File: src/surfturf_pkg.sv
`default_nettype none

package surfturf_pkg;

    // channel and datapath sizes
    localparam int N_CHAN    = 4;
    localparam int TIME_W    = 15;
    localparam int BYTE_W    = 8;
    localparam int PKT_BYTES = 4;
    localparam int PKT_IDX_W = 2;

    // register bus geometry
    localparam int ADR_W        = 12;
    localparam int DAT_W        = 32;
    localparam int CORE_SEL_BIT = 11;
    localparam int CH_SEL_LSB   = 6;
    localparam int CH_SEL_W     = 3;

    // core register word addresses
    localparam logic [1:0] REG_ID      = 2'd0;
    localparam logic [1:0] REG_RUN     = 2'd1;
    localparam logic [1:0] REG_DISABLE = 2'd2;
    localparam logic [1:0] REG_SPLICED = 2'd3;

    // channel window word addresses
    localparam logic REG_EVCOUNT = 1'b0;
    localparam logic REG_DROPPED = 1'b1;

    localparam logic [DAT_W-1:0] CORE_ID = 32'h5354_0407;

    // kind of a mode1 byte, carried in tuser
    typedef enum logic [1:0] {
        KIND_RUNCMD  = 2'd0,
        KIND_TRIG_LO = 2'd1,
        KIND_TRIG_HI = 2'd2,
        KIND_NONE    = 2'd3
    } mode1_kind_t;

endpackage

`default_nettype wire

File: src/run_control.sv
`default_nettype none

module run_control (
    input  logic                              sysclk_i,
    input  logic                              runrst_i,
    input  logic                              runstop_i,
    input  logic [surfturf_pkg::TIME_W-1:0]   trigtime_i,
    input  logic                              trigtime_valid_i,
    input  logic                              splice_trig_i,
    input  logic [surfturf_pkg::TIME_W-1:0]   splice_time_i,
    input  logic                              event_reset_req_i,
    output logic                              running_o,
    output logic                              trig_o,
    output logic [surfturf_pkg::TIME_W-1:0]   trig_time_o,
    output logic                              event_reset_o
);

    // run reset also starts the run
    always_ff @(posedge sysclk_i) begin
        if (runrst_i) begin
            running_o <= 1'b1;
        end else if (runstop_i) begin
            running_o <= 1'b0;
        end
    end

    // merged trigger, external time has priority over the spliced one
    always_ff @(posedge sysclk_i) begin
        if (runrst_i) begin
            trig_o <= 1'b0;
        end else begin
            trig_o <= running_o && (trigtime_valid_i || splice_trig_i);
        end
        trig_time_o <= trigtime_valid_i ? trigtime_i : splice_time_i;
    end

    assign event_reset_o = !running_o || event_reset_req_i;

endmodule

`default_nettype wire

File: src/cmd_splice.sv
`default_nettype none

module cmd_splice (
    input  logic                              sysclk_i,
    input  logic                              runrst_i,
    input  logic                              sync_i,
    input  logic [surfturf_pkg::DAT_W-1:0]    command_i,
    input  logic [surfturf_pkg::BYTE_W-1:0]   mode1_tdata_i,
    input  logic [1:0]                        mode1_tuser_i,
    input  logic                              mode1_tvalid_i,
    output logic                              splice_trig_o,
    output logic [surfturf_pkg::TIME_W-1:0]   splice_time_o,
    output logic [surfturf_pkg::DAT_W-1:0]    spliced_o
);

    surfturf_pkg::mode1_kind_t                kind;
    logic [surfturf_pkg::BYTE_W-1:0]          time_lo_q;
    logic [1:0]                               runcmd_q;
    logic                                     runcmd_pend_q;
    logic                                     trig_pend_q;
    logic [surfturf_pkg::TIME_W-1:0]          pend_time;

    assign kind = surfturf_pkg::mode1_kind_t'(mode1_tuser_i);

    // time of a pending trigger, zero when none fired
    assign pend_time = trig_pend_q ? splice_time_o : '0;

    // low time byte waits for the matching high byte
    always_ff @(posedge sysclk_i) begin
        if (mode1_tvalid_i && kind == surfturf_pkg::KIND_TRIG_LO) begin
            time_lo_q <= mode1_tdata_i;
        end
        if (mode1_tvalid_i && kind == surfturf_pkg::KIND_TRIG_HI) begin
            splice_time_o <= {mode1_tdata_i[6:0], time_lo_q};
        end
    end

    always_ff @(posedge sysclk_i) begin
        if (runrst_i) begin
            splice_trig_o <= 1'b0;
            runcmd_pend_q <= 1'b0;
            trig_pend_q <= 1'b0;
            runcmd_q <= 2'd0;
            spliced_o <= '0;
        end else begin
            splice_trig_o <= 1'b0;
            // sync consumes whatever is pending
            if (sync_i) begin
                spliced_o <= {runcmd_pend_q ? runcmd_q : 2'd0, trig_pend_q, pend_time,
                              command_i[13:0]};
                runcmd_pend_q <= 1'b0;
                trig_pend_q <= 1'b0;
            end
            if (mode1_tvalid_i) begin
                case (kind)
                    surfturf_pkg::KIND_RUNCMD: begin
                        runcmd_q <= mode1_tdata_i[1:0];
                        runcmd_pend_q <= 1'b1;
                    end
                    surfturf_pkg::KIND_TRIG_HI: begin
                        splice_trig_o <= 1'b1;
                        trig_pend_q <= 1'b1;
                    end
                    surfturf_pkg::KIND_TRIG_LO: begin
                    end
                    surfturf_pkg::KIND_NONE: begin
                    end
                endcase
            end
        end
    end

endmodule

`default_nettype wire

File: src/surf_channel.sv
`default_nettype none

module surf_channel (
    input  logic                              sysclk_i,
    input  logic                              runrst_i,
    input  logic                              trig_i,
    input  logic [surfturf_pkg::TIME_W-1:0]   trig_time_i,
    input  logic                              event_reset_i,
    input  logic                              disable_i,
    input  logic [surfturf_pkg::BYTE_W-1:0]   sample_i,
    input  logic                              stb_i,
    input  logic                              adr_i,
    input  logic                              m_tready_i,
    output logic [surfturf_pkg::DAT_W-1:0]    dat_o,
    output logic                              ack_o,
    output logic [surfturf_pkg::BYTE_W-1:0]   m_tdata_o,
    output logic                              m_tvalid_o,
    output logic                              m_tlast_o
);

    logic                                     busy_q;
    logic [surfturf_pkg::PKT_IDX_W-1:0]       idx_q;
    logic [surfturf_pkg::TIME_W-1:0]          time_q;
    logic [surfturf_pkg::BYTE_W-1:0]          sample_q;
    logic [surfturf_pkg::BYTE_W-1:0]          count_q;
    logic [surfturf_pkg::DAT_W-1:0]           evcount_q;
    logic [surfturf_pkg::DAT_W-1:0]           evcount_next;
    logic [surfturf_pkg::DAT_W-1:0]           dropped_q;
    logic                                     accept;
    logic                                     drop;
    logic                                     last_byte;
    logic                                     xfer;

    assign accept = trig_i && !busy_q && !disable_i && !event_reset_i;
    assign drop = trig_i && busy_q && !disable_i;
    assign last_byte = (int'(idx_q) == surfturf_pkg::PKT_BYTES - 1);
    assign xfer = busy_q && m_tready_i;
    assign evcount_next = evcount_q + 1'b1;

    // byte sequencing, held under back-pressure
    always_ff @(posedge sysclk_i) begin
        if (runrst_i) begin
            busy_q <= 1'b0;
            idx_q <= '0;
        end else if (accept) begin
            busy_q <= 1'b1;
            idx_q <= '0;
        end else if (xfer) begin
            if (last_byte) begin
                busy_q <= 1'b0;
            end else begin
                idx_q <= idx_q + 1'b1;
            end
        end
    end

    // packet payload, snapshot taken at the trigger
    always_ff @(posedge sysclk_i) begin
        if (accept) begin
            time_q <= trig_time_i;
            sample_q <= sample_i;
            count_q <= evcount_next[surfturf_pkg::BYTE_W-1:0];
        end
    end

    always_ff @(posedge sysclk_i) begin
        if (runrst_i || event_reset_i) begin
            evcount_q <= '0;
            dropped_q <= '0;
        end else begin
            if (accept) begin
                evcount_q <= evcount_next;
            end
            if (drop) begin
                dropped_q <= dropped_q + 1'b1;
            end
        end
    end

    always_comb begin
        case (idx_q)
            2'd0: m_tdata_o = time_q[7:0];
            2'd1: m_tdata_o = {1'b0, time_q[14:8]};
            2'd2: m_tdata_o = sample_q;
            default: m_tdata_o = count_q;
        endcase
    end

    assign m_tvalid_o = busy_q;
    assign m_tlast_o = busy_q && last_byte;

    // register window, read only
    always_ff @(posedge sysclk_i) begin
        if (runrst_i) begin
            ack_o <= 1'b0;
        end else begin
            ack_o <= stb_i && !ack_o;
        end
    end

    always_ff @(posedge sysclk_i) begin
        case (adr_i)
            surfturf_pkg::REG_EVCOUNT: dat_o <= evcount_q;
            surfturf_pkg::REG_DROPPED: dat_o <= dropped_q;
        endcase
    end

endmodule

`default_nettype wire

File: src/surfturf_regs.sv
`default_nettype none

module surfturf_regs (
    input  logic                              sysclk_i,
    input  logic                              runrst_i,
    input  logic                              stb_i,
    input  logic                              we_i,
    input  logic [1:0]                        adr_i,
    input  logic [surfturf_pkg::DAT_W-1:0]    dat_i,
    input  logic                              running_i,
    input  logic [surfturf_pkg::DAT_W-1:0]    spliced_i,
    input  logic                              sync_i,
    output logic [surfturf_pkg::DAT_W-1:0]    dat_o,
    output logic                              ack_o,
    output logic                              event_reset_req_o,
    output logic [surfturf_pkg::N_CHAN-1:0]   disable_o
);

    logic                                     wr;
    logic                                     sync_d;
    logic [surfturf_pkg::DAT_W-1:0]           spliced_q;

    // one write per access, the second stb cycle is the ack cycle
    assign wr = stb_i && we_i && !ack_o;

    always_ff @(posedge sysclk_i) begin
        if (runrst_i) begin
            ack_o <= 1'b0;
            event_reset_req_o <= 1'b0;
            disable_o <= '0;
        end else begin
            ack_o <= stb_i && !ack_o;
            event_reset_req_o <= wr && adr_i == surfturf_pkg::REG_RUN && dat_i[0];
            if (wr && adr_i == surfturf_pkg::REG_DISABLE) begin
                disable_o <= dat_i[surfturf_pkg::N_CHAN-1:0];
            end
        end
    end

    // splicer output settles the cycle after sync
    always_ff @(posedge sysclk_i) begin
        if (runrst_i) begin
            sync_d <= 1'b0;
            spliced_q <= '0;
        end else begin
            sync_d <= sync_i;
            if (sync_d) begin
                spliced_q <= spliced_i;
            end
        end
    end

    always_ff @(posedge sysclk_i) begin
        case (adr_i)
            surfturf_pkg::REG_ID:      dat_o <= surfturf_pkg::CORE_ID;
            surfturf_pkg::REG_RUN:     dat_o <= {{(surfturf_pkg::DAT_W-1){1'b0}}, running_i};
            surfturf_pkg::REG_DISABLE: begin
                dat_o <= {{(surfturf_pkg::DAT_W-surfturf_pkg::N_CHAN){1'b0}}, disable_o};
            end
            surfturf_pkg::REG_SPLICED: dat_o <= spliced_q;
        endcase
    end

endmodule

`default_nettype wire

File: src/surfturf_wrapper.sv
`default_nettype none

module surfturf_wrapper (
    input  logic                                             sysclk_i,
    input  logic                                             runrst_i,
    input  logic                                             runstop_i,
    input  logic                                             sync_i,
    input  logic [surfturf_pkg::TIME_W-1:0]                  trigtime_i,
    input  logic                                             trigtime_valid_i,
    input  logic [surfturf_pkg::DAT_W-1:0]                   command_i,
    input  logic [surfturf_pkg::BYTE_W-1:0]                  mode1_tdata_i,
    input  logic [1:0]                                       mode1_tuser_i,
    input  logic                                             mode1_tvalid_i,
    input  logic [surfturf_pkg::N_CHAN*surfturf_pkg::BYTE_W-1:0] surf_dout_i,
    input  logic [surfturf_pkg::N_CHAN-1:0]                  m_tready_i,
    input  logic                                             wb_cyc_i,
    input  logic                                             wb_stb_i,
    input  logic                                             wb_we_i,
    input  logic [surfturf_pkg::ADR_W-1:0]                   wb_adr_i,
    input  logic [surfturf_pkg::DAT_W-1:0]                   wb_dat_i,
    output logic [surfturf_pkg::DAT_W-1:0]                   wb_dat_o,
    output logic                                             wb_ack_o,
    output logic [surfturf_pkg::DAT_W-1:0]                   surf_command_o,
    output logic [surfturf_pkg::N_CHAN*surfturf_pkg::BYTE_W-1:0] m_tdata_o,
    output logic [surfturf_pkg::N_CHAN-1:0]                  m_tvalid_o,
    output logic [surfturf_pkg::N_CHAN-1:0]                  m_tlast_o
);

    localparam int NC = surfturf_pkg::N_CHAN;
    localparam int BW = surfturf_pkg::BYTE_W;

    logic                                     running;
    logic                                     trig;
    logic [surfturf_pkg::TIME_W-1:0]          trig_time;
    logic                                     event_reset;
    logic                                     event_reset_req;
    logic                                     splice_trig;
    logic [surfturf_pkg::TIME_W-1:0]          splice_time;
    logic [NC-1:0]                            disable_mask;
    logic                                     bus_stb;
    logic                                     core_sel;
    logic [surfturf_pkg::CH_SEL_W-1:0]        ch_idx;
    logic                                     core_ack;
    logic [surfturf_pkg::DAT_W-1:0]           core_dat;
    logic [NC-1:0]                            ch_stb;
    logic [NC-1:0]                            ch_ack;
    logic [surfturf_pkg::DAT_W-1:0]           ch_dat [NC];
    logic                                     nomap_stb;
    logic                                     nomap_ack;

    // address decode
    assign bus_stb = wb_cyc_i && wb_stb_i;
    assign core_sel = wb_adr_i[surfturf_pkg::CORE_SEL_BIT];
    assign ch_idx = wb_adr_i[surfturf_pkg::CH_SEL_LSB +: surfturf_pkg::CH_SEL_W];
    assign nomap_stb = bus_stb && !core_sel && (int'(ch_idx) >= NC);

    // empty channel windows answer with zero
    always_ff @(posedge sysclk_i) begin
        if (runrst_i) begin
            nomap_ack <= 1'b0;
        end else begin
            nomap_ack <= nomap_stb && !nomap_ack;
        end
    end

    always_comb begin
        wb_ack_o = nomap_ack;
        wb_dat_o = '0;
        if (core_sel) begin
            wb_ack_o = core_ack;
            wb_dat_o = core_dat;
        end else begin
            for (int k = 0; k < NC; k++) begin
                if (int'(ch_idx) == k) begin
                    wb_ack_o = ch_ack[k];
                    wb_dat_o = ch_dat[k];
                end
            end
        end
    end

    run_control u_run (
        .sysclk_i(sysclk_i), .runrst_i(runrst_i), .runstop_i(runstop_i),
        .trigtime_i(trigtime_i), .trigtime_valid_i(trigtime_valid_i),
        .splice_trig_i(splice_trig), .splice_time_i(splice_time),
        .event_reset_req_i(event_reset_req), .running_o(running), .trig_o(trig),
        .trig_time_o(trig_time), .event_reset_o(event_reset)
    );

    cmd_splice u_splice (
        .sysclk_i(sysclk_i), .runrst_i(runrst_i), .sync_i(sync_i), .command_i(command_i),
        .mode1_tdata_i(mode1_tdata_i), .mode1_tuser_i(mode1_tuser_i),
        .mode1_tvalid_i(mode1_tvalid_i), .splice_trig_o(splice_trig),
        .splice_time_o(splice_time), .spliced_o(surf_command_o)
    );

    surfturf_regs u_core (
        .sysclk_i(sysclk_i), .runrst_i(runrst_i), .stb_i(bus_stb && core_sel),
        .we_i(wb_we_i), .adr_i(wb_adr_i[1:0]), .dat_i(wb_dat_i), .running_i(running),
        .spliced_i(surf_command_o), .sync_i(sync_i), .dat_o(core_dat), .ack_o(core_ack),
        .event_reset_req_o(event_reset_req), .disable_o(disable_mask)
    );

    for (genvar gi = 0; gi < NC; gi++) begin : g_chan
        assign ch_stb[gi] = bus_stb && !core_sel && (int'(ch_idx) == gi);

        surf_channel u_chan (
            .sysclk_i(sysclk_i), .runrst_i(runrst_i), .trig_i(trig), .trig_time_i(trig_time),
            .event_reset_i(event_reset), .disable_i(disable_mask[gi]),
            .sample_i(surf_dout_i[gi*BW +: BW]), .stb_i(ch_stb[gi]), .adr_i(wb_adr_i[0]),
            .m_tready_i(m_tready_i[gi]), .dat_o(ch_dat[gi]), .ack_o(ch_ack[gi]),
            .m_tdata_o(m_tdata_o[gi*BW +: BW]), .m_tvalid_o(m_tvalid_o[gi]),
            .m_tlast_o(m_tlast_o[gi])
        );
    end

endmodule

`default_nettype wire

File: config.mk
export PLATFORM = sky130hd
export DESIGN_NAME = surfturf_wrapper
export DESIGN_NICKNAME = d
export VERILOG_FILES = /design/src/surfturf_pkg.sv /design/src/run_control.sv /design/src/cmd_splice.sv /design/src/surf_channel.sv /design/src/surfturf_regs.sv /design/src/surfturf_wrapper.sv
export SDC_FILE = /design/constraint.sdc
export NUM_CORES = 1
export LEC_CHECK = 0
export BUFFER_PORTS_ARGS = -buffer_cell sky130_fd_sc_hd__clkbuf_2
export CORE_MARGIN = 8
export CORE_UTILIZATION = 40
export DETAILED_ROUTE_END_ITERATION = 12
export PLACE_DENSITY_LB_ADDON = 0.12
export SYNTH_ARGS = -nofsm -noshare
export SYNTH_HDL_FRONTEND = slang
export SYNTH_SLANG_ARGS = --single-unit
File: constraint.sdc
create_clock -name sysclk_i -period 2.9 [get_ports sysclk_i]
set_input_delay 0.145 -clock sysclk_i [delete_from_list [all_inputs] [get_ports sysclk_i]]
set_output_delay 0.145 -clock sysclk_i [all_outputs]
set_load 0.005 [all_outputs]
==> summary.txt, run 1 <==
Status: finished, final reports clean
Sw power: 0.00454 W
Post-synthesis async set-or-reset flop share: 0%
Clock share of power: 47.4%
Hold Vio Cnt, Final: 0
Post-Place Worst Slack: 332 ps
Crit end category: register
Initial Utilization: 40.2%
Power Internal: 0.0158 W
XOR/XNOR Fraction of Synth Area: 2.84%
Flop-to-flop setup slack: 260 ps
DRT iter0 DRCs: 1815
Die area: 78900 sq um
DRC: 0
Total wire length: 84300 um
Reg-to-reg startpoint: u_run.trig_o
Cells after Synth: 2625
Combinational power share: 4.3%
GRT Util Overall: 20.7%
EDFF count, synth: 147
Final period util: 91.1%
WL/cell: 21.8 um
Synth unique cells: 58
Antenna Diode Count: 0
Synth area leaders: dfxtp_1, edfxtp_1, mux2_2
Clock slew at reported path FFs: 60 ps
Final #Nets: 3044
Pwr dens: 607 nW/um^2
Die H: 281 um
Post-CTS Setup Repair Bufs: 0
Syn_nets: 2799
Synth top area share: 37.5%
CTS tree: built
Pleak: 12.0 nW
Achievable Freq: 0.379 GHz
Global route overflow: 0
Synth area leader: dfxtp_1
Final WS setup: 259 ps
Critical Path Fanout Max: 21
Most frequent cell after synthesis: dfxtp_1
Min-Delay Path Class: primary input to register
Compound-Gate Fraction of Synth Area: 10.7%
Synthesized area per cell: 10.7 sq um
Rows: 97
Seq/Total Area, Yosys: 53.2%
Max H-tree Level: 3
Total power draw: 0.0204 W
Minimum clock period: 2640 ps
Detailed Routing Iterations Pass 1: 7
Largest family of logic cells by synthesized area: simple AND/OR/NAND/NOR gates
Slew margin rel.: 33.3%
Primary FF master, synth: dfxtp_1
Die width: 281 um
Min-Delay Path Depth: 5
Core area: 69800 sq um
Seq pwr share: 48.3%
Global-route wire length before repair: 127000 um
Final setup violation count: 0
Synth warnings: 0
Area Overhead vs Synth: 19.4%
Peak supply drop: 0.450 mV
Routability Congestion: 0.877
Top Ports: 251
Post-Synth Adder-Cell Area: 1.25%
Mux contribution to synthesized area: 11.2%
Util after Layout: 48.1%
Synth Register Bits: 673
Switching Share: 22.3%
R2R cell count: 5
Drt via density: 5.60
Antenna Violating Nets Remaining: 0
Setup TNS: 0 ps
Critical path class: register to register
Max-slew violation count: 0
Post-DP HPWL: 61200 um
Worst Path Arrival: 3170 ps
Layout cells sized above 1: 18.5%
Fin Clk Skew: 18.6 ps
Vias: 21700
Max cap viols: 0
CTS Root Cell: clkbuf_16
Hold wc startpoint: wb_cyc_i
Initial antenna violation count: 3
R2R Path End: g_chan[0].u_chan.dropped_q[24]
PortBufs: 198
Critical path startpoint category: register
Pin count of the biggest net entering global routing: 76
Clk Latency, worst-skew pair: 620 ps
Clk buf depth: 3
Worst EP required: 3430 ps
PostCTS Resize Cnt: 0
Post-Syn Area: 28100 sq um
Synth Area in Simple Gates: 17.0%
Synth cell count leaders: dfxtp_1, a21oi_1, nor2_1
Slew of the pin with the lowest slew margin: 1000 ps
RSZ-0062 raised after global routing: false
Num CTS Buffers: 75
Number of global-route vias before repair: 21100
Total clock sinks: 673
Hold endpoint: g_chan[1].u_chan.ack_o
[repair_timing]
item	in CTS	in global routing
setup endpoints to repair	0	0
hold buffers	95	0
endpoints found under the hold margin	120	0
[registers in the layout (all words and copies together) (netlist names), 8 cells and up]
register and count:
u_splice.time_lo_q 8, g_chan.u_chan.evcount_q 128, g_chan.u_chan.count_q 32, u_core.spliced_q 32, g_chan.u_chan.idx_q 8, u_core.dat_o 32
u_run.trig_time_o 15, u_splice.splice_time_o 15, g_chan.u_chan.time_q 60, u_splice.spliced_o 32, g_chan.u_chan.dropped_q 128, g_chan.u_chan.sample_q 32
g_chan.u_chan.dat_o 128
[power by group through the flow]
stage | Combinational, W | Sequential, W | Clock, W
after global routing | 0.000944 | 0.00985 | 0.0103
after CTS | 0.000875 | 0.00985 | 0.00987
after detailed placement | 0.000768 | 0.0100 | 0
final | 0.000875 | 0.00984 | 0.00965
after floorplan | 0.000464 | 0.00997 | 0
after global placement | 0.000760 | 0.0100 | 0
[stage by stage]
| stage | hold WS [ps] | instance area [sq um] | instances |
|---|---|---|---|
| 2_1_floorplan | 244 | 28100 | 2625 |
| 3_3_place_gp | 324 | 30100 | 3638 |
| 3_5_place_dp | 324 | 30100 | 3638 |
| 4_1_cts | 4.84 | 33500 | 3871 |
| 5_1_grt | 79.1 | 33500 | 3871 |
| 6_report | 39.9 | 33500 | 3871 |
[cell families after synthesis]
kind of cell,count (synthesis)
AOI/OAI and AO/OA,472
xor gates and xnor gates,91
adders and majority gates,28
buffers and inverters,265
DFF,673
muxes,257
and+or+nand+nor,839
[metal layers]
metal / up-vias / track usage, % / share of wire (%)
met5: - / 0 / 0.032
met4: 4 / 5.50 / 2.3
met3: 109 / 4.32 / 6.4
met2: 682 / 34.0 / 47
met1: 10600 / 27.5 / 44
li1: 10300 / - / -
[layout by cell type, fill, tap and decap left out, drive strengths merged, types with 19 or more instances in the layout]
| cell type | synthesis | routed |
|---|---|---|
| inv | 88 | 90 |
| mux2i | 103 | 103 |
| and3 | 35 | 35 |
| nand2 | 139 | 139 |
| and4 | 40 | 40 |
| mux2 | 121 | 121 |
| xnor2 | 63 | 63 |
| edfxtp | 147 | 147 |
| buf | 51 | 54 |
| a21oi | 183 | 183 |
| xor2 | 28 | 28 |
| a222oi | 28 | 28 |
| dlygate4sd3 | 0 | 95 |
| o31ai | 100 | 100 |
| clkbuf | 126 | 300 |
| nand4 | 85 | 85 |
| dfxtp | 526 | 526 |
| mux4 | 33 | 33 |
| or4 | 110 | 110 |
| o21ai | 83 | 83 |
| nor2 | 154 | 154 |
| ha | 28 | 28 |
| nand3 | 78 | 78 |
| nor4 | 22 | 22 |
| a22oi | 19 | 19 |
| a22o | 32 | 32 |
| or3 | 58 | 58 |
| nor3 | 34 | 34 |
[critical path, stage by stage, from the launching register on]
cell and delay, ps:
dfxtp_1 450, buf_4 280, nand4b_4 170, or4_1 880, or4_1 600, a21oi_1 150
[area by class of cell]
type | count | area, sq um
fill | 6377 | 36200
tap | 940 | 1180
timing repair buffer | 345 | 2470
inverter | 88 | 330
clock inverter | 34 | 385
multi-input combinational | 1687 | 12100
clock buffer | 104 | 2140
sequential | 673 | 14900
[worst max path at each step]
stage / startpoint / end / slack [ps] / cells after the start
6_report: u_run.trig_o / g_chan[0].u_chan.dropped_q[24] / 260 / 5
5_1_grt: u_run.trig_o / g_chan[0].u_chan.dropped_q[28] / 70 / 5
4_1_cts: u_run.trig_o / g_chan[0].u_chan.dropped_q[24] / 300 / 5
3_5_place_dp: u_run.trig_o / g_chan[0].u_chan.dropped_q[24] / 330 / 5
3_3_place_gp: u_run.trig_o / g_chan[0].u_chan.dropped_q[26] / 400 / 5
2_1_floorplan: g_chan[0].u_chan.m_tvalid_o / g_chan[0].u_chan.evcount_q[1] / 120 / 5
Note: power is estimated with default switching activity, not from simulation.
==> run 2, diff against run 1 <==
--- a/config.mk
+++ b/config.mk
@@ -7,8 +7,9 @@
 export LEC_CHECK = 0
 export BUFFER_PORTS_ARGS = -buffer_cell sky130_fd_sc_hd__clkbuf_2
 export CORE_MARGIN = 8
-export CORE_UTILIZATION = 40
+export CORE_UTILIZATION = 54
 export DETAILED_ROUTE_END_ITERATION = 12
+export MAX_ROUTING_LAYER = met4
 export PLACE_DENSITY_LB_ADDON = 0.12
 export SYNTH_ARGS = -nofsm -noshare
 export SYNTH_HDL_FRONTEND = slang
==> summary.txt, run 2 (synthesized netlist as in run 1, its figures left out) <==
Pleak: 11.8 nW
Final Cell Area: 32800 sq um
Total wire length: 78900 um
Critical path startpoint category: register
Die area: 59600 sq um
Worst Path Arrival: 3100 ps
RSZ-0062 raised after global routing: false
Max H-tree Level: 3
CTS tree: built
Max-slew violation count: 0
Clk buf depth: 3
Fin Clk Skew: 25.0 ps
Achievable Freq: 0.387 GHz
Num CTS Buffers: 71
Buffers and inverters on the worst path: 0
Status: finished, final reports clean
Pwr dens: 599 nW/um^2
Fillers: 4101
Total power draw: 0.0196 W
Routability Congestion: 0.932
Detailed Routing Iterations Pass 1: 6
Clk Latency, worst-skew pair: 600 ps
Drt via density: 6.14
Post-CTS Setup Repair Bufs: 0
Area Overhead vs Synth: 16.7%
Global-route wire length before repair: 120000 um
DRC: 0
WL/cell: 22.0 um
Antenna Violating Nets Remaining: 0
CTS Root Cell: clkbuf_16
Most frequent CP cell: or4_1
Most frequent cells in the layout: dfxtp_1, clkbuf_2, a21oi_1, nor2_1, edfxtp_1
Non-Filler Instances: 3583
Critical path class: register to register
Minimum clock period: 2580 ps
Setup TNS: 0 ps
Slew of the pin with the lowest slew margin: 1020 ps
Global route overflow: 0
Slew margin rel.: 32.3%
Worst EP required: 3420 ps
Die H: 244 um
CP delay by family, top: simple AND/OR/NAND/NOR gates
CP Cell Sequence: ha_1 > nand4b_4 > or4_1 > or4_1 > a21oi_1
Final setup violation count: 0
Final #Nets: 3024
Critical Path Fanout Max: 19
Clock slew at reported path FFs: 60 ps
Crit-path max cell delay: 860 ps
Top Registers: g_chan.u_chan.dat_o x128, g_chan.u_chan.dropped_q x128, g_chan.u_chan.evcount_q x128
Placed Cells: 3366
Initial Utilization: 54.6%
Post-DP HPWL: 56000 um
Die width: 244 um
GRT Util Overall: 26.1%
Number of global-route vias before repair: 20800
Total clock sinks: 673
Max cap viols: 0
Pin count of the biggest net entering global routing: 99
Core area: 51400 sq um
Hold Vio Cnt, Final: 0
Crit end category: register
Slowest-stage cell, CP: or4_1
PortBufs: 198
Dpl cell area: 29600 sq um
Top Ports: 251
Peak supply drop: 0.559 mV
Vias: 22000
Rows: 83
Most common cell after layout, fill and taps aside: dfxtp_1
Layout cells sized above 1: 17.6%
DRT iter0 DRCs: 1910
Min-Delay Path Class: primary input to register
Initial antenna violation count: 3
Final period util: 89.0%
Util after Layout: 63.7%
[run 2: cell count changes in the layout (fill, tap and decap cells not counted), moves of 4 or more]
cell / previous run / this run
buf_12: 10 / 3
clkinvlp_4: 9 / 2
clkinv_2: 11 / 5
buf_4: 43 / 38
clkbuf_1: 17 / 22
dlygate4sd3_1: 95 / 91
[run 2: area by class of cell]
cell class              instances  area, sq um  share of cell area (%)
clock buffers                 108         2120                    6.48
multi-input cells            1687        12100                    36.9
inverters                      88          330                    1.01
diodes                          2         5.00                  0.0153
well taps                     680          851                    2.60
flip-flops and latches        673        14900                    45.6
repair buffers                329         2250                    6.86
clock inverters                16          173                   0.527
[run 2: final timing paths]
check	from	end	slack, ps	cells past startpoint
min reg2reg	g_chan[2].u_chan.ack_o	g_chan[2].u_chan.ack_o	420	1
min	wb_cyc_i	g_chan[1].u_chan.ack_o	60	5
max	g_chan[1].u_chan.dropped_q[0]	g_chan[1].u_chan.dropped_q[22]	320	5
max reg2reg	g_chan[1].u_chan.dropped_q[0]	g_chan[1].u_chan.dropped_q[22]	320	5
[run 2: report_power, final]
| group | switching [W] | total [W] | internal [W] |
|---|---|---|---|
| clock network | 0.00366 | 0.00897 | 0.00531 |
| logic | 0.000495 | 0.000843 | 0.000348 |
| registers | 0.000110 | 0.00983 | 0.00972 |
| total | 0.00426 | 0.0196 | 0.0154 |
[run 2: tightest hold or removal path: cells and delay by family]
family,cells,cell delay [ps]
buffers and inverters,1,80
and+or+nand+nor,4,370
[run 2: metal layers]
metal  vias to the layer above  share of wire, %  global-route usage [%]
li1                      10200                 -                       -
met1                     10800                42                    33.3
met2                       788                48                    41.8
met3                       146               6.6                    4.07
met4                         0               3.7                    9.90
met5                         -                 0                       -
[run 2: metrics by stage]
| stage | hold slack [ps] | worst slack (ps) |
|---|---|---|
| after CTS | 31.9 | 335 |
| after global placement | 324 | 455 |
| after global routing | 78.1 | 181 |
| after detailed placement | 324 | 383 |
| after floorplan | 244 | 118 |
| final | 56.4 | 319 |
[run 2: repair_timing]
action | 4_1_cts | 5_1_grt
resized for setup | 0 | 0
hold endpoints to repair | 104 | 0
hold buffers | 91 | 0
